File: config.mk
export PLATFORM = sky130hd
export DESIGN_NAME = fifo_to_axi
export DESIGN_NICKNAME = d
export VERILOG_FILES = /design/src/hdl/axi_pkg.sv /design/src/hdl/mem_req_pkg.sv /design/src/hdl/fifo_to_axi.sv /design/src/hdl/one_slot_buffer.sv
export SDC_FILE = /design/constraint.sdc
export NUM_CORES = 1
export LEC_CHECK = 0
export BUFFER_PORTS_ARGS = -buffer_cell sky130_fd_sc_hd__buf_2
export CORE_AREA = 2 2 164 166
export CTS_CLUSTER_DIAMETER = 60
export CTS_CLUSTER_SIZE = 16
export DETAILED_ROUTE_END_ITERATION = 16
export DIE_AREA = 0 0 166 168
export PLACE_DENSITY = 0.54
export SYNTH_ARGS = -nofsm -noshare
export SYNTH_HDL_FRONTEND = slang
export SYNTH_SLANG_ARGS = --single-unit
File: constraint.sdc
create_clock -name clk_i -period 4.2 [get_ports clk_i]
set_input_delay 0.21 -clock clk_i [delete_from_list [all_inputs] [get_ports clk_i]]
set_output_delay 0.21 -clock clk_i [all_outputs]
set_load 0.02 [all_outputs]
File: src/hdl/axi_pkg.sv
// ******************************
// AXI4 types for a single-beat master and slave. Only ID zero is used,
// so the channels carry no ID field. Lock, cache, QoS and region are
// left out, and every transfer is one beat of the full bus width.
// ******************************
package axi_pkg;

  localparam int axi_addr_width_lp = 32;
  localparam int axi_data_width_lp = 64;
  localparam int axi_strb_width_lp = axi_data_width_lp / 8;

  localparam logic [2:0] axi_size_lp       = 3'($clog2(axi_strb_width_lp)); // Full word.
  localparam logic [7:0] axi_len_single_lp = 8'd0;  // One beat per burst.
  localparam logic [1:0] axi_burst_incr_lp = 2'b01;
  localparam logic [2:0] axi_prot_lp       = 3'b000; // Data, secure, unprivileged.

  typedef enum logic [1:0] {
    axi_resp_okay   = 2'b00,
    axi_resp_exokay = 2'b01,
    axi_resp_slverr = 2'b10,
    axi_resp_decerr = 2'b11
  } axi_resp_e;

  // Address channel, shared layout for writes and reads.
  typedef struct packed {
    logic [axi_addr_width_lp-1:0] addr;
    logic [2:0]                   size;
    logic [7:0]                   len;
    logic [1:0]                   burst;
    logic [2:0]                   prot;
  } axi_aw_t;

  typedef axi_aw_t axi_ar_t;

  typedef struct packed {
    logic [axi_data_width_lp-1:0] data;
    logic [axi_strb_width_lp-1:0] strb;
    logic                         last;
  } axi_w_t;

  typedef struct packed {
    axi_resp_e resp;
  } axi_b_t;

  typedef struct packed {
    logic [axi_data_width_lp-1:0] data;
    axi_resp_e                    resp;
    logic                         last;
  } axi_r_t;

endpackage

File: src/hdl/mem_req_pkg.sv
// ******************************
// Request, response and memory geometry for the bridge. The size field
// is log2 of the byte count and never exceeds 3.
// ******************************
package mem_req_pkg;

  localparam int mem_addr_width_lp  = 32;
  localparam int mem_data_width_lp  = 64;
  localparam int mem_strb_width_lp  = mem_data_width_lp / 8;
  localparam int mem_words_lp       = 256;
  localparam int mem_byte_lsb_lp    = $clog2(mem_strb_width_lp); // Byte offset bits.
  localparam int mem_index_width_lp = $clog2(mem_words_lp);
  localparam int mem_bytes_lp       = mem_words_lp * mem_strb_width_lp; // First bad address.

  // Request as it arrives from the outside.
  typedef struct packed {
    logic                         write;
    logic [mem_addr_width_lp-1:0] addr;
    logic [2:0]                   size;
    logic [mem_data_width_lp-1:0] data;
  } mem_req_t;

  // Request after lane alignment, ready for a single AXI beat.
  typedef struct packed {
    logic                         write;
    logic [mem_addr_width_lp-1:0] addr;
    logic [mem_strb_width_lp-1:0] strb;
    logic [mem_data_width_lp-1:0] data;
  } mem_aligned_t;

  typedef struct packed {
    logic                         write;
    logic [mem_data_width_lp-1:0] data;  // Zero for writes.
    logic                         error;
  } mem_rsp_t;

endpackage

File: src/hdl/fifo_to_axi.sv
// ******************************
// Aligned requests to AXI4 single beats, one transaction outstanding so
// reads and writes complete in order. Read data is returned unshifted.
// ******************************
`timescale 1ns/1ps

module fifo_to_axi (
  input  logic                      clk_i,
  input  logic                      arst_n_i,
  input  logic                      aligned_valid_i,
  input  mem_req_pkg::mem_aligned_t aligned_i,
  output logic                      aligned_ready_o,
  output logic                      rsp_valid_o,
  output mem_req_pkg::mem_rsp_t     rsp_o,
  input  logic                      rsp_ready_i,
  output logic                      aw_valid_o,
  output axi_pkg::axi_aw_t          aw_o,
  input  logic                      aw_ready_i,
  output logic                      w_valid_o,
  output axi_pkg::axi_w_t           w_o,
  input  logic                      w_ready_i,
  input  logic                      b_valid_i,
  input  axi_pkg::axi_b_t           b_i,
  output logic                      b_ready_o,
  output logic                      ar_valid_o,
  output axi_pkg::axi_ar_t          ar_o,
  input  logic                      ar_ready_i,
  input  logic                      r_valid_i,
  input  axi_pkg::axi_r_t           r_i,
  output logic                      r_ready_o
);

  import axi_pkg::*;

  typedef struct packed {
    logic                         write;
    logic [axi_addr_width_lp-1:0] addr;
  } addr_slot_t;

  addr_slot_t addr_d;
  addr_slot_t addr_q;
  axi_w_t     wdata_d;
  axi_aw_t    ax;        // Common address beat for aw and ar.
  logic       accept;
  logic       addr_ready, addr_valid, addr_taken;
  logic       wdata_ready;
  logic       ret_ready, ret_valid, ret_write;

  // A request enters only when all three slots are empty.
  assign aligned_ready_o = addr_ready & wdata_ready & ret_ready;
  assign accept          = aligned_valid_i & aligned_ready_o;

  assign addr_d.write = aligned_i.write;
  assign addr_d.addr  = aligned_i.addr;
  assign wdata_d.data = aligned_i.data;
  assign wdata_d.strb = aligned_i.strb;
  assign wdata_d.last = 1'b1;

  one_slot_buffer #(.payload_t(addr_slot_t)) addr_slot (
    .clk_i(clk_i), .arst_n_i(arst_n_i),
    .valid_i(accept), .data_i(addr_d), .ready_o(addr_ready),
    .valid_o(addr_valid), .data_o(addr_q), .ready_i(addr_taken)
  );

  one_slot_buffer #(.payload_t(axi_w_t)) wdata_slot (
    .clk_i(clk_i), .arst_n_i(arst_n_i),
    .valid_i(accept & aligned_i.write), .data_i(wdata_d), .ready_o(wdata_ready),
    .valid_o(w_valid_o), .data_o(w_o), .ready_i(w_ready_i)
  );

  // Remembers the kind of the transaction in flight.
  one_slot_buffer #(.payload_t(logic)) ret_slot (
    .clk_i(clk_i), .arst_n_i(arst_n_i),
    .valid_i(accept), .data_i(aligned_i.write), .ready_o(ret_ready),
    .valid_o(ret_valid), .data_o(ret_write), .ready_i(rsp_valid_o & rsp_ready_i)
  );

  // ******************************
  // Address steering
  // ******************************
  assign ax.addr  = addr_q.addr;
  assign ax.size  = axi_size_lp;
  assign ax.len   = axi_len_single_lp;
  assign ax.burst = axi_burst_incr_lp;
  assign ax.prot  = axi_prot_lp;

  assign aw_o       = ax;
  assign ar_o       = ax;
  assign aw_valid_o = addr_valid & addr_q.write;
  assign ar_valid_o = addr_valid & ~addr_q.write;
  assign addr_taken = (aw_valid_o & aw_ready_i) | (ar_valid_o & ar_ready_i);

  // Response path, selected by the return slot.
  assign rsp_valid_o = ret_valid & (ret_write ? b_valid_i : r_valid_i);
  assign rsp_o.write = ret_write;
  assign rsp_o.data  = ret_write ? '0 : r_i.data;
  assign rsp_o.error = ret_write ? (b_i.resp != axi_resp_okay) : (r_i.resp != axi_resp_okay);
  assign b_ready_o   = ret_valid & ret_write & rsp_ready_i;
  assign r_ready_o   = ret_valid & ~ret_write & rsp_ready_i;

  a_r_for_read: assert property (@(posedge clk_i) disable iff (!arst_n_i)
    r_valid_i |-> ret_valid && !ret_write);

  a_b_for_write: assert property (@(posedge clk_i) disable iff (!arst_n_i)
    b_valid_i |-> ret_valid && ret_write);

endmodule

File: src/hdl/one_slot_buffer.sv
// ******************************
// One-entry valid/ready buffer. It takes new data only when empty, so
// throughput is one transfer every two cycles at best.
// ******************************
`timescale 1ns/1ps

module one_slot_buffer #(
  parameter type payload_t = logic
) (
  input  logic     clk_i,
  input  logic     arst_n_i,
  input  logic     valid_i,
  input  payload_t data_i,
  output logic     ready_o,
  output logic     valid_o,
  output payload_t data_o,
  input  logic     ready_i
);

  logic     full_q;
  payload_t data_q;

  always_ff @(posedge clk_i or negedge arst_n_i) begin
    if (!arst_n_i) begin
      full_q <= 1'b0;
    end else if (valid_i && ready_o) begin
      full_q <= 1'b1;
    end else if (valid_o && ready_i) begin
      full_q <= 1'b0; // Drained by the consumer.
    end
  end

  always_ff @(posedge clk_i) begin
    if (valid_i && ready_o) begin
      data_q <= data_i;
    end
  end

  assign ready_o = ~full_q;  // Ready means empty.
  assign valid_o = full_q;
  assign data_o  = data_q;

  // The source keeps its payload until the buffer takes it.
  a_source_held: assert property (@(posedge clk_i) disable iff (!arst_n_i)
    valid_i && !ready_o |=> valid_i && $stable(data_i));

endmodule

==> flow_summary.json <==
{
  "status": "finished clean",
  "grt_start_max_net_pins": 73,
  "setup_viol": 0,
  "synth-edff-count": 106,
  "clock_insertion_delay_worst_skew_ns": 0.36,
  "yosysSeqAreaShare_pct": 71.1,
  "area_delta_synth_final_pct": 53.3,
  "nFillCells": 2745,
  "grt_pass1_vias": 3196,
  "row_count": 60,
  "cts-htree-levels": 3,
  "rsz0062_at_grt": "no",
  "portBuffers": 390,
  "grt_overflow_total": 0,
  "ys_async_sr_fraction_pct": 2.75,
  "power_switching_share_pct": 36.3,
  "max_freq_ghz": 0.416,
  "cp-end-kind": "primary output",
  "dpl.hpwl_mm": 10.6,
  "die_w_um": 166,
  "sequentialPowerShare_pct": 44.0,
  "layout_min_cycle_time_ns": 2.40,
  "drt_iter0_markers": 147,
  "critical_path_class": "flop to primary output",
  "worstSetupStartpointType": "flop",
  "cts_inserted_buffers": 9,
  "ctsHoldBuffers": 21,
  "postRouteWirelength_mm": 13.9,
  "leakage_nw": 3.24,
  "grt_pass1_wl_mm": 19.1,
  "via_count": 3396,
  "finalHoldViolations": 0,
  "gp_congestion": 0.712,
  "slew_violations": 0,
  "clock-sinks": 109,
  "synth_warnings": 0,
  "power_density_nw_per_um2": 479,
  "finClkSkew_ns": 0.0163,
  "synth_most_common_cell": "edfxtp_1",
  "synthDominantCellAreaShare_pct": 69.5,
  "synth_area_sq_um": 4580,
  "fin_crit_sh_pct": 57.2,
  "ys_top_cells_by_area": "edfxtp_1, buf_4, nor2b_1, dfrtp_1, nor4b_4",
  "place_area_sq_um": 6340,
  "cts_tree": "built",
  "hold_path.class": "input pin to flop",
  "cts_root_buffer": "clkbuf_16",
  "drv_cap": 0,
  "synth-main-ff-cell": "edfxtp_1",
  "ant_nets": 0,
  "internal_power_mw": 2.14,
  "crit_fanout": 36,
  "cts_setup_buffers": 0,
  "timing.hold.ws_ns": 0.0204,
  "synth_cell_type_count": 21,
  "syn_avg_cell_area_sq_um": 15.2,
  "cts_resized": 0,
  "drive_gt1_share_pct": 61.4,
  "drt-vias-per-instance": 3.35,
  "worst_pin_slew_ns": 1.06,
  "peakVddDrop_uv": 178,
  "required_ns": 3.99,
  "synth_commonest_cells": "edfxtp_1, buf_4, nor2b_1",
  "wl_per_cell_um": 13.7,
  "die_h_um": 168,
  "setup_ws_ns": 1.80,
  "combPwrFrac_pct": 28.4,
  "clkTransAtPathRegs_ns": 0.09,
  "finalPower_mw": 3.36,
  "max-slew-margin-rel_pct": 29.5,
  "cts_max_path_buffers": 2,
  "yosysTopAreaCell": "edfxtp_1",
  "clkPwrFrac_pct": 27.6,
  "finalSetupTns_ns": 0,
  "first_pass_iters": 4,
  "nets": 849,
  "pin_count": 425,
  "drc": 0,
  "synth_seq_cells": 109,
  "globalRouteTotalUtil_pct": 9.21,
  "antenna_found_initial": 2,
  "core-area_sq_um": 26400,
  "initial_core_util_pct": 17.4,
  "pre_cts_ws_ns": 1.96,
  "p_sw_mw": 1.22,
  "fin_area_sq_um": 7020,
  "dieArea_sq_um": 27900,
  "arrival_ns": 2.19,
  "syn_inst": 301
}
cell usage in the layout, fill, tap and decap left out, types with 3 or more instances in the layout:
cell type,n
buf_2,390
clkbuf_16,9
conb_1,33
dfrtp_1,3
dlygate4sd3_1,36
edfxtp_1,106
inv_1,3
nor2b_1,67
power by group through the flow:
stage | sequential, mW | combinational, mW | clock, mW
after floorplan | 1.57 | 0.632 | 0
after global placement | 1.50 | 0.941 | 0
after detailed placement | 1.50 | 0.941 | 0
after CTS | 1.48 | 0.957 | 0.978
after global routing | 1.50 | 1.02 | 1.02
final | 1.48 | 0.954 | 0.929
flip-flops by register name, indices dropped and copies added (netlist names):
name / cells
ret_slot.data_o: 1
addr_slot.data_o: 33
wdata_slot.data_o: 72
ret_slot.valid_o: 1
addr_slot.valid_o: 1
wdata_slot.valid_o: 1
cell type report:
| type | instances | area (sq um) | share of cell area, % |
|---|---|---|---|
| clock buffer | 9 | 225 | 3.21 |
| clock inverter | 7 | 91.3 | 1.30 |
| timing repair buffer | 428 | 2330 | 33.1 |
| tap | 341 | 427 | 6.08 |
| sequential | 109 | 3260 | 46.4 |
| antenna | 2 | 5.00 | 0.0713 |
| multi-input combinational | 115 | 677 | 9.64 |
| inverter | 3 | 11.3 | 0.160 |
worst max-delay path, stage by stage (launching register included):
cell and delay, ns:
edfxtp_1 1.06, buf_4 0.46, nor2b_1 0.12, buf_2 0.18
kinds of logic after synthesis:
logic type	count (synthesis)	synth area share, %
flops	109	71.1
buf+inv	108	17.0
simple gates	77	10.7
compound gates	4	0.738
other cells	2	0.164
mux	1	0.219
metrics by stage:
step,util (%),cells
after floorplan,-,332
after global placement,24.1,960
after detailed placement,24.1,960
after CTS,26.1,997
after global routing,26.6,1012
final,26.6,1014
layer usage:
metal	global-route usage (%)	vias to the layer above	routed length, um
li1	-	1626	-
met1	11.5	1563	5880
met2	14.3	194	6550
met3	3.81	13	1210
met4	3.29	0	235
met5	0	-	0
path summary, 6_finish.rpt:
check / start / to / slack [ns] / depth (start not counted)
hold reg to reg: addr_slot.data_o[32]$_DFFE_PP_ / addr_slot.valid_o$_DFFE_PN0P_ / 0.66 / 2
max in group asynchronous: arst_n_i / ret_slot.valid_o$_DFFE_PN0P_ / 3.92 / 2
setup / recovery: ret_slot.data_o$_DFFE_PP_ / rsp_o[12] / 1.80 / 3
setup reg to reg: ret_slot.valid_o$_DFFE_PN0P_ / wdata_slot.data_o[64]$_DFFE_PP_ / 1.98 / 2
hold / removal: aligned_i[56] / wdata_slot.data_o[65]$_DFFE_PP_ / 0.02 / 1
min in group asynchronous: arst_n_i / addr_slot.valid_o$_DFFE_PN0P_ / 0.18 / 2
(Power assumes the default switching activity.)
