$ cat src/hdl/mem_req_pkg.sv
// ******************************
// Request, response and memory geometry for the bridge. The size field
// is log2 of the byte count and never exceeds 3.
// ******************************
package mem_req_pkg;

  localparam int mem_addr_width_lp  = 32;
  localparam int mem_data_width_lp  = 64;
  localparam int mem_strb_width_lp  = mem_data_width_lp / 8;
  localparam int mem_words_lp       = 256;
  localparam int mem_byte_lsb_lp    = $clog2(mem_strb_width_lp); // Byte offset bits.
  localparam int mem_index_width_lp = $clog2(mem_words_lp);
  localparam int mem_bytes_lp       = mem_words_lp * mem_strb_width_lp; // First bad address.

  // Request as it arrives from the outside.
  typedef struct packed {
    logic                         write;
    logic [mem_addr_width_lp-1:0] addr;
    logic [2:0]                   size;
    logic [mem_data_width_lp-1:0] data;
  } mem_req_t;

  // Request after lane alignment, ready for a single AXI beat.
  typedef struct packed {
    logic                         write;
    logic [mem_addr_width_lp-1:0] addr;
    logic [mem_strb_width_lp-1:0] strb;
    logic [mem_data_width_lp-1:0] data;
  } mem_aligned_t;

  typedef struct packed {
    logic                         write;
    logic [mem_data_width_lp-1:0] data;  // Zero for writes.
    logic                         error;
  } mem_rsp_t;

endpackage

$ cat src/hdl/one_slot_buffer.sv
// ******************************
// One-entry valid/ready buffer. It takes new data only when empty, so
// throughput is one transfer every two cycles at best.
// ******************************
`timescale 1ns/1ps

module one_slot_buffer #(
  parameter type payload_t = logic
) (
  input  logic     clk_i,
  input  logic     arst_n_i,
  input  logic     valid_i,
  input  payload_t data_i,
  output logic     ready_o,
  output logic     valid_o,
  output payload_t data_o,
  input  logic     ready_i
);

  logic     full_q;
  payload_t data_q;

  always_ff @(posedge clk_i or negedge arst_n_i) begin
    if (!arst_n_i) begin
      full_q <= 1'b0;
    end else if (valid_i && ready_o) begin
      full_q <= 1'b1;
    end else if (valid_o && ready_i) begin
      full_q <= 1'b0; // Drained by the consumer.
    end
  end

  always_ff @(posedge clk_i) begin
    if (valid_i && ready_o) begin
      data_q <= data_i;
    end
  end

  assign ready_o = ~full_q;  // Ready means empty.
  assign valid_o = full_q;
  assign data_o  = data_q;

  // The source keeps its payload until the buffer takes it.
  a_source_held: assert property (@(posedge clk_i) disable iff (!arst_n_i)
    valid_i && !ready_o |=> valid_i && $stable(data_i));

endmodule

$ cat src/hdl/req_lane_align.sv
// ******************************
// Turns a request into a strobe and replicated write data. A size above
// 3 is treated as a full word. Adds one cycle of latency.
// ******************************
`timescale 1ns/1ps

module req_lane_align (
  input  logic                      clk_i,
  input  logic                      arst_n_i,
  input  logic                      req_valid_i,
  input  mem_req_pkg::mem_req_t     req_i,
  output logic                      req_ready_o,
  output logic                      aligned_valid_o,
  output mem_req_pkg::mem_aligned_t aligned_o,
  input  logic                      aligned_ready_i
);

  import mem_req_pkg::*;

  mem_aligned_t                 aligned_d;
  logic [mem_strb_width_lp-1:0] size_mask;   // Ones for the bytes of one access.
  logic [mem_byte_lsb_lp-1:0]   addr_mask;   // Address bits below the size.
  logic [mem_byte_lsb_lp-1:0]   byte_offset;

  // ******************************
  // Lane decode
  // ******************************
  always_comb begin
    case (req_i.size)
      3'd0: begin
        size_mask      = 8'h01;
        addr_mask      = 3'b000;
        aligned_d.data = {8{req_i.data[7:0]}};
      end
      3'd1: begin
        size_mask      = 8'h03;
        addr_mask      = 3'b001;
        aligned_d.data = {4{req_i.data[15:0]}};
      end
      3'd2: begin
        size_mask      = 8'h0f;
        addr_mask      = 3'b011;
        aligned_d.data = {2{req_i.data[31:0]}};
      end
      default: begin
        size_mask      = 8'hff;
        addr_mask      = 3'b111;
        aligned_d.data = req_i.data;
      end
    endcase
  end

  // The offset is taken after alignment, so the strobe never wraps.
  assign byte_offset     = req_i.addr[mem_byte_lsb_lp-1:0] & ~addr_mask;
  assign aligned_d.write = req_i.write;
  assign aligned_d.addr  = {req_i.addr[mem_addr_width_lp-1:mem_byte_lsb_lp], byte_offset};
  assign aligned_d.strb  = size_mask << byte_offset;

  one_slot_buffer #(
    .payload_t(mem_aligned_t)
  ) align_slot (
    .clk_i   (clk_i),
    .arst_n_i(arst_n_i),
    .valid_i (req_valid_i),
    .data_i  (aligned_d),
    .ready_o (req_ready_o),
    .valid_o (aligned_valid_o),
    .data_o  (aligned_o),
    .ready_i (aligned_ready_i)
  );

endmodule

$ cat config.mk
export PLATFORM = sky130hd
export DESIGN_NAME = req_lane_align
export DESIGN_NICKNAME = d
export VERILOG_FILES = /design/src/hdl/mem_req_pkg.sv /design/src/hdl/one_slot_buffer.sv /design/src/hdl/req_lane_align.sv
export SDC_FILE = /design/constraint.sdc
export NUM_CORES = 1
export LEC_CHECK = 0
export BUFFER_PORTS_ARGS = -buffer_cell sky130_fd_sc_hd__buf_2
export CAP_MARGIN = 20
export CORE_MARGIN = 3
export CORE_UTILIZATION = 45
export CTS_CLUSTER_SIZE = 25
export DETAILED_ROUTE_END_ITERATION = 10
export PLACE_DENSITY = 0.78
export SYNTH_ARGS = -nofsm -noshare
export SYNTH_HDL_FRONTEND = slang
export SYNTH_SLANG_ARGS = --single-unit
$ cat constraint.sdc
create_clock -name clk_i -period 8.6 [get_ports clk_i]
set_clock_uncertainty 0.05 [all_clocks]
set_input_delay 2.58 -clock clk_i [delete_from_list [all_inputs] [get_ports clk_i]]
set_output_delay 2.58 -clock clk_i [all_outputs]
set_load 0.01 [all_outputs]
==> impl_metrics.csv, run 1 <==
group,metric,value,unit
clock_tree,clockRootBuffer,"clkbuf_8",
place,port_buffers,210,
grt,grt_pass1_vias,3300,
critical_path,crit_arrival,4.39,ns
critical_path,criticalPathCategory,"input port to flip-flop",
synth,synth_nets,411,
clock_tree,ctsHoldBuffers,0,
timing,rsz0062_at_grt,"false",
grt,grt_max_degree,63,
place,placedCellCount,630,
clock_tree,clkTransAtPathRegs,0.11,ns
die,fp.dieW,105,microns
die,fp-row-count,35,
grt,grt-ovfl-total,0,
die,dieArea,11000,sq um
critical_path,cp-end-kind,"flip-flop",
clock_tree,cts_setup_buffers,0,
timing,setup_ws,4.35,ns
synth,ys_seq_area_share,72.2,%
routing,viasPerCell,4.99,
routing,drtIter0Drc,166,
synth,synth_compound_area_share,10.5,%
timing,setup_viol_count_final,0,
cells_and_area,drive_gt1_share,49.8,%
min_path,min_from,"align_slot.valid_o",
timing,slew_headroom,36.4,%
cells_and_area,final_cell_mix,"210 x buf_2, 105 x edfxtp_1, 50 x nor2_1",
place,place_congestion,0.858,
clock_tree,tritoncts,"built",
clock_tree,clk_latency,0.35,ns
clock_tree,cts_max_level,3,
critical_path,crit_chain,"buf_2 -> nand2_1 -> and2_1 -> o21ai_0",
power_and_ir_drop,powerDensity,189,nW/um^2
die,pin_count,211,
power_and_ir_drop,p_leak,0.00233,uW
job,maxCapViolations,0,
synth,synth_top_family_by_area,"compound AO/OA/AOI/OAI gates",
cells_and_area,nFillCells,790,
timing,timing.hold.ws,0.583,ns
critical_path,critPathRequiredTime,8.75,ns
timing,hold_viol_final,0,
cells_and_area,final_cells,647,
grt,grt_pass1_wl,17700,microns
synth,synthCells,307,
critical_path,crit_slowest_cell,"buf_2",
grt,antenna_found_initial,0,
place,pre_cts_ws,3.71,ns
routing,wl_per_cell,17.8,microns
cells_and_area,diodes,0,
synth,postSynthAreaPerCell,14.3,sq um
synth,synthDistinctLibCells,28,
cells_and_area,syn2layout_area_growth,29.9,%
synth,syn_area,4400,sq um
routing,drtAntennaViolNets,0,
critical_path,cp_slowest_stage_delay,0.66,ns
synth,synth_xor_area_share,0,%
clock_tree,cts_buffer_depth,2,
clock_tree,cts_sinks,106,
clock_tree,cts-resized-gates,0,
critical_path,cp-startpoint,"req_i[64]",
status,outcome,"complete, no violations",
timing,maxSlewViolCount,0,
critical_path,reg2reg_from,"align_slot.valid_o",
clock_tree,numCtsBuffers,9,
timing,timing.final.crit_share,49.4,%
synth,ys_seq_elements,106,
timing,worstMarginPinSlew,0.954,ns
timing,fin_crit,4.25,ns
cells_and_area,fin_nets,617,
min_path,hold_path.class,"flip-flop to flip-flop",
grt,grt_usage,20.9,%
cells_and_area,final_util,61.0,%
critical_path,critPathLaunchType,"input port",
synth,yosys_warnings,0,
synth,synth_fa_ha_area_share,0,%
routing,first_pass_iters,5,
timing,fmax,0.236,GHz
routing,drcViolationCount,0,
synth,synthSimpleGateAreaFrac,10.2,%
timing,fin_tns_setup,0,ns
power_and_ir_drop,ir_worst_vdd,0.0000901,V
synth,synth_mux_area_share,4.09,%
place,place_hpwl,8690,microns
die,initial_core_util,47.0,%
die,die_y,105,microns
die,core,9370,sq um
routing,wl,11500,microns
critical_path,crit_fanout,39,
routing,vias,3226,
cells_and_area,final_common_cell,"buf_2",
-- registers in the layout, summed over array words and instances (netlist names) --
signal / cells
align_slot.data_o: 105
align_slot.valid_o: 1
-- area by class of cell --
| cell class | count | area (sq um) | area share [%] |
|---|---|---|---|
| Sequential cell | 106 | 3180 | 55.6 |
| Multi-Input combinational cell | 180 | 1100 | 19.2 |
| Timing Repair Buffer | 213 | 1090 | 19.0 |
| Tap cell | 129 | 161 | 2.82 |
| Clock buffer | 9 | 124 | 2.17 |
| Clock inverter | 7 | 60.1 | 1.05 |
| Inverter | 3 | 11.3 | 0.197 |
-- metal layers --
| metal | share of wire (%) | GRT usage [%] | vias up |
|---|---|---|---|
| met2 | 52 | 36.8 | 141 |
| li1 | - | - | 1557 |
| met4 | 1.7 | 6.28 | 0 |
| met1 | 38 | 24.3 | 1514 |
| met3 | 8.1 | 6.67 | 14 |
| met5 | 0 | 0 | - |
-- path summary, 6_finish.rpt --
path / cells after the start / slack [ns] / to
setup / recovery: 4 / 4.35 / align_slot.data_o[65]
hold / removal: 2 / 0.58 / align_slot.valid_o
setup reg to reg: 3 / 6.35 / align_slot.data_o[1]
hold reg to reg: 2 / 0.58 / align_slot.valid_o
max in group asynchronous: 1 / 6.49 / align_slot.valid_o
min in group asynchronous: 1 / 1.92 / align_slot.valid_o
-- cell usage after synthesis --
master    instances  area [sq um]
buf_4             3          22.5
and2_1            2          12.5
o32ai_1           8          70.1
mux2_2           16           180
nor2_8            1          20.0
o21bai_1          1          7.51
nor2_1           50           188
buf_6             5          56.3
a211oi_2          8           100
nor2_2            1          6.26
nand2_1          25          93.8
edfxtp_1        105          3150
a21oi_1          21           105
dfrtp_1           1          25.0
or2_2             1          6.26
o22a_1            8          70.1
inv_1             2          7.51
nand2b_1          2          12.5
inv_2             1          3.75
buf_1             1          3.75
or2_1             2          12.5
a211oi_1          8          60.1
nor2b_1           9          56.3
clkbuf_1          3          11.3
a21oi_2           1          8.76
o21ai_0           8          40.0
nor3_1            8          40.0
buf_2             6          30.0
-- critical path, delay by kind of cell --
family,cells,cell delay (ns)
AOI/OAI and AO/OA,1,0.16
and+or+nand+nor,2,0.97
buffers and inverters,1,0.66
-- cells by family after synthesis --
| family | Yosys count |
|---|---|
| AOI/OAI and AO/OA | 63 |
| muxes | 16 |
| DFF | 106 |
| and+or+nand+nor | 101 |
| buffers and inverters | 21 |
-- power by group --
| group | switching [uW] | internal (uW) | total (uW) |
|---|---|---|---|
| Combinational | 99.3 | 66.3 | 166 |
| Clock | 176 | 111 | 288 |
| Sequential | 10.3 | 620 | 630 |
-- per-stage QoR --
step | total power (uW) | area, sq um
global route | 1120 | 5720
finish | 1080 | 5720
floorplan | 734 | 4400
CTS | 1090 | 5700
detailed placement | 808 | 5510
global placement | 803 | 5510
Note: power is estimated with default switching activity, not from simulation.
==> run 2, diff against run 1 <==
clock period = 4.2 ns   (was 8.6 ns; I/O delays follow)
==> run 2 against run 1 <==
Compared with the run above:
- critical path depth increased by 1
- setup slack got worse by 2.9 ns
- die area stayed put
- global-route usage increased by 0.57 points
- clock-buffer cell count is 1 higher
- highest routed layer is now met5
- clock power is 120% higher
- first-iteration DRC count up 71%
==> impl_metrics.csv, run 2 (same netlist as run 1, synthesis figures left out) <==
group,metric,value,unit
status,outcome,"complete, no violations",
die,pin_count,211,
timing,fin_crit,2.78,ns
critical_path,critical_path.top_delay_family,"buffers and inverters",
clock_tree,numCtsBuffers,9,
die,dieArea,11000,sq um
place,postPlaceCellArea,5540,sq um
power_and_ir_drop,ir_worst_vdd,0.000177,V
critical_path,crit_chain,"buf_2 -> or2_1 -> buf_4 -> a211oi_2 -> nor3_1",
grt,grt-ovfl-total,0,
timing,timing.hold.ws,0.554,ns
critical_path,criticalPathCategory,"input port to flip-flop",
die,core,9370,sq um
clock_tree,ctsHoldBuffers,0,
routing,viasPerCell,5.16,
place,port_buffers,210,
die,fp.dieW,105,microns
critical_path,crit_arrival,2.92,ns
power_and_ir_drop,p_leak,0.00235,uW
critical_path,reg2reg_from,"align_slot.valid_o",
cells_and_area,final_common_cell,"buf_2",
place,place_hpwl,8810,microns
routing,vias,3356,
clock_tree,cts_sinks,106,
clock_tree,cts_setup_buffers,0,
die,die_y,105,microns
power_and_ir_drop,total_power,2260,uW
timing,maxSlewViolCount,0,
routing,drcViolationCount,0,
job,maxCapViolations,0,
critical_path,cp-end-kind,"flip-flop",
critical_path,critPathRequiredTime,4.34,ns
clock_tree,cts_max_level,3,
clock_tree,clkTransAtPathRegs,0.11,ns
min_path,min_from,"align_slot.valid_o",
critical_path,critPathLaunchType,"input port",
clock_tree,cts-resized-gates,0,
cells_and_area,drive_gt1_share,50.2,%
cells_and_area,largest_register_ff_count,105,
clock_tree,cts_buffer_depth,2,
grt,antenna_found_initial,1,
cells_and_area,final_cell_mix,"210 x buf_2, 105 x edfxtp_1, 50 x nor2_1",
clock_tree,tritoncts,"built",
grt,grt_pass1_wl,17900,microns
grt,grt_pass1_vias,3333,
critical_path,critPathBufInv,2,
die,fp-row-count,35,
cells_and_area,syn2layout_area_growth,30.5,%
critical_path,cp-startpoint,"req_i[65]",
timing,slew_headroom,50.3,%
die,initial_core_util,47.0,%
timing,setup_viol_count_final,0,
timing,rsz0062_at_grt,"false",
critical_path,cp_slowest_stage_delay,0.51,ns
clock_tree,clk_latency,0.37,ns
routing,wl_per_cell,18.3,microns
grt,grt_usage,21.4,%
min_path,hold_path.class,"flip-flop to flip-flop",
routing,drtIter0Drc,284,
timing,fmax,0.360,GHz
routing,drtAntennaViolNets,0,
timing,timing.final.crit_share,66.2,%
routing,first_pass_iters,4,
power_and_ir_drop,powerDensity,393,nW/um^2
clock_tree,clockRootBuffer,"clkbuf_8",
critical_path,crit_fanout,34,
timing,hold_viol_final,0,
timing,worstMarginPinSlew,0.745,ns
timing,fin_tns_setup,0,ns
critical_path,crit_slowest_cell,"or2_1",
cells_and_area,design_area,5740,sq um
routing,wl,11900,microns
grt,grt_max_degree,57,
cells_and_area,fin_nets,619,
place,place_congestion,0.776,
-- run 2: cell count changes in the layout (fill, tap and decap cells not counted) --
cell / previous run / this run
inv_6: 2 / 4
clkinv_8: 0 / 2
clkinv_4: 1 / 0
inv_8: 2 / 0
clkinvlp_4: 1 / 0
buf_12: 1 / 0
clkinv_1: 1 / 0
clkbuf_8: 9 / 10
buf_4: 2 / 5
diode_2: 0 / 1
-- run 2: worst paths after layout --
kind / depth (start not counted) / endpoint / slack [ns]
max reg2reg: 2 / align_slot.data_o[43] / 2.60
min reg2reg: 2 / align_slot.valid_o / 0.55
max: 5 / align_slot.data_o[56] / 1.42
min: 2 / align_slot.valid_o / 0.55
max in group asynchronous: 1 / align_slot.valid_o / 3.43
min in group asynchronous: 1 / align_slot.valid_o / 0.59
-- run 2: per-layer routing --
layer	wire, microns	track usage [%]	vias to the layer above	share of wire, %
met1	4400	25.6	1594	37
li1	-	-	1565	-
met2	6280	37.4	181	53
met4	158	6.84	2	1.3
met5	13	0	-	0.11
met3	1060	6.24	14	8.9
-- run 2: where the power goes --
| group | internal, uW | switching [uW] |
|---|---|---|
| Clock | 251 | 376 |
| Sequential | 1270 | 20.9 |
| Combinational | 134 | 206 |
-- run 2: final cells by class --
| type | count | area [sq um] |
|---|---|---|
| clock buffer | 10 | 138 |
| fill | 774 | 3630 |
| inverter | 3 | 11.3 |
| clock inverter | 6 | 67.6 |
| tap | 129 | 161 |
| timing repair buffer | 215 | 1090 |
| antenna | 1 | 2.50 |
| multi-input combinational | 180 | 1100 |
| sequential | 106 | 3180 |
-- run 2: through the flow --
| stage | util, % | worst slack [ns] | std cells |
|---|---|---|---|
| after global routing | 61.3 | 1.29 | 650 |
| after global placement | 59.1 | 1.16 | 633 |
| after detailed placement | 59.1 | 1.05 | 633 |
| after CTS | 61.3 | 1.44 | 649 |
| after floorplan | - | 0.868 | 307 |
| final | 61.3 | 1.42 | 650 |
-- run 2: worst min-delay path: stages (launching register included) --
cell and delay, ns:
dfrtp_1 0.43, inv_1 0.08, o21bai_1 0.07
==> run 3, diff against run 2 <==
clock period = 2.8 ns   (was 4.2 ns; I/O delays follow)
==> run 3 against run 2 <==
Compared with the run above:
- clock power up 46%
- setup slack worse by 0.77 ns
- clock-buffer cell count down 1
- first-iteration DRC count down 11%
- global-route usage up 0.25 points
- power up 49%
==> impl_metrics.csv, run 3 (same netlist as run 1, synthesis figures left out) <==
group,metric,value,unit
clock_tree,clk_latency,0.37,ns
cells_and_area,final_cells,653,
critical_path,criticalPathCategory,"input port to flip-flop",
critical_path,reg2reg_from,"align_slot.valid_o",
cells_and_area,final_util,61.7,%
critical_path,cp_slowest_stage_delay,0.46,ns
die,dieArea,11000,sq um
power_and_ir_drop,seqPwrFrac,57.3,%
die,core,9370,sq um
timing,timing.final.crit_share,76.8,%
timing,hold_viol_final,0,
clock_tree,cts_buffer_depth,2,
cells_and_area,seqCellArea,3180,sq um
clock_tree,ctsHoldBuffers,0,
die,fp-row-count,35,
timing,setup_viol_count_final,0,
timing,fin_crit,2.15,ns
cells_and_area,drive_gt1_share,50.5,%
routing,drtAntennaViolNets,0,
cells_and_area,fin_nets,622,
power_and_ir_drop,power_frac_comb,15.6,%
grt,grt_pass1_wl,18400,microns
timing,setup_ws,0.650,ns
critical_path,critPathRequiredTime,2.95,ns
die,initial_core_util,47.0,%
timing,rsz0062_at_grt,"false",
job,maxCapViolations,0,
place,port_buffers,210,
routing,wl,11900,microns
cells_and_area,largest_register_ff_count,105,
place,place_hpwl,9010,microns
critical_path,crit_fanout,33,
critical_path,critical_path.top_delay_family,"simple AND/OR/NAND/NOR gates",
clock_tree,numCtsBuffers,9,
power_and_ir_drop,p_int,2460,uW
clock_tree,tritoncts,"built",
critical_path,crit_slowest_cell,"nand2_1",
clock_tree,clkTransAtPathRegs,0.11,ns
routing,first_pass_iters,5,
cells_and_area,multi_input_area,1100,sq um
routing,viasPerCell,5.18,
grt,grt_max_degree,58,
routing,drcViolationCount,0,
critical_path,crit_arrival,2.30,ns
cells_and_area,final_common_cell,"buf_2",
power_and_ir_drop,power_frac_clock,27.1,%
cells_and_area,syn2layout_area_growth,31.2,%
die,fp.dieW,105,microns
grt,grt_usage,21.7,%
timing,fmax,0.465,GHz
routing,drtIter0Drc,252,
critical_path,critPathBufInv,2,
power_and_ir_drop,powerDensity,583,nW/um^2
min_path,hold_path.class,"input port to async pin",
routing,wl_per_cell,18.3,microns
critical_path,cp-end-kind,"flip-flop",
grt,grt-ovfl-total,0,
die,die_y,105,microns
power_and_ir_drop,p_leak,0.00237,uW
power_and_ir_drop,p_sw_share,26.9,%
clock_tree,clockRootBuffer,"clkbuf_8",
routing,vias,3385,
status,outcome,"complete, no violations",
grt,antenna_found_initial,1,
clock_tree,cts_max_level,3,
critical_path,cp-startpoint,"req_i[65]",
timing,worstMarginPinSlew,0.764,ns
clock_tree,cts-resized-gates,0,
timing,maxSlewViolCount,0,
place,pre_cts_ws,0.273,ns
die,pin_count,211,
critical_path,critPathLaunchType,"input port",
timing,slew_headroom,49.0,%
cells_and_area,nFillCells,770,
grt,grt_pass1_vias,3391,
power_and_ir_drop,switching_power,908,uW
cells_and_area,final_cell_mix,"210 x buf_2, 105 x edfxtp_1, 50 x nor2_1",
critical_path,crit_chain,"buf_2 -> buf_4 -> nand2_1 -> and2_1 -> o21ai_0",
power_and_ir_drop,ir_worst_vdd,0.000259,V
place,placedCellCount,636,
place,place_congestion,0.798,
clock_tree,cts_setup_buffers,0,
clock_tree,cts_sinks,106,
## run 3: layout make-up
cell class,instances,area share [%]
tap,129,2.79
clock buffer,9,2.14
sequential,106,55.0
timing repair buffer,218,19.7
antenna,1,0.0433
multi-input combinational,180,19.0
inverter,3,0.195
clock inverter,7,1.17
## run 3: per-stage QoR
step                      area, sq um  hold slack (ns)  total power (uW)  setup TNS, ns
after floorplan                  4410            0.494              2240         -11.75
after global placement           5580            0.529              2480              0
after detailed placement         5580            0.541              2500              0
after CTS                        5780            0.158              3390              0
after global routing             5780            0.156              3500              0
final                            5780            0.167              3370              0
## run 3: worst paths after layout
kind	end	slack (ns)	cells past startpoint
min	align_slot.valid_o	0.17	1
min in group clk_i	align_slot.valid_o	0.56	2
max	align_slot.data_o[65]	0.65	5
max reg2reg	align_slot.data_o[56]	1.49	2
min reg2reg	align_slot.valid_o	0.56	2
max in group asynchronous	align_slot.valid_o	2.45	1
## run 3: routing by layer
layer / GRT usage, % / part of all wire (%)
met5: 0 / 0
met1: 25.8 / 38
met2: 37.8 / 52
met4: 7.97 / 1.7
met3: 5.68 / 8.4
## run 3: worst register-to-register path: cells and delay by family, from the launching register on
family	cells	cell delay (ns)
buf+inv	1	0.29
flops	1	0.43
simple gates	1	0.19
## run 3: power groups by stage
| stage | Combinational, uW | Sequential [uW] | Clock [uW] |
|---|---|---|---|
| finish | 525 | 1930 | 913 |
| floorplan | 200 | 2040 | 0 |
| global placement | 515 | 1970 | 0 |
| detailed placement | 528 | 1970 | 0 |
| global route | 574 | 1940 | 982 |
| CTS | 529 | 1930 | 931 |
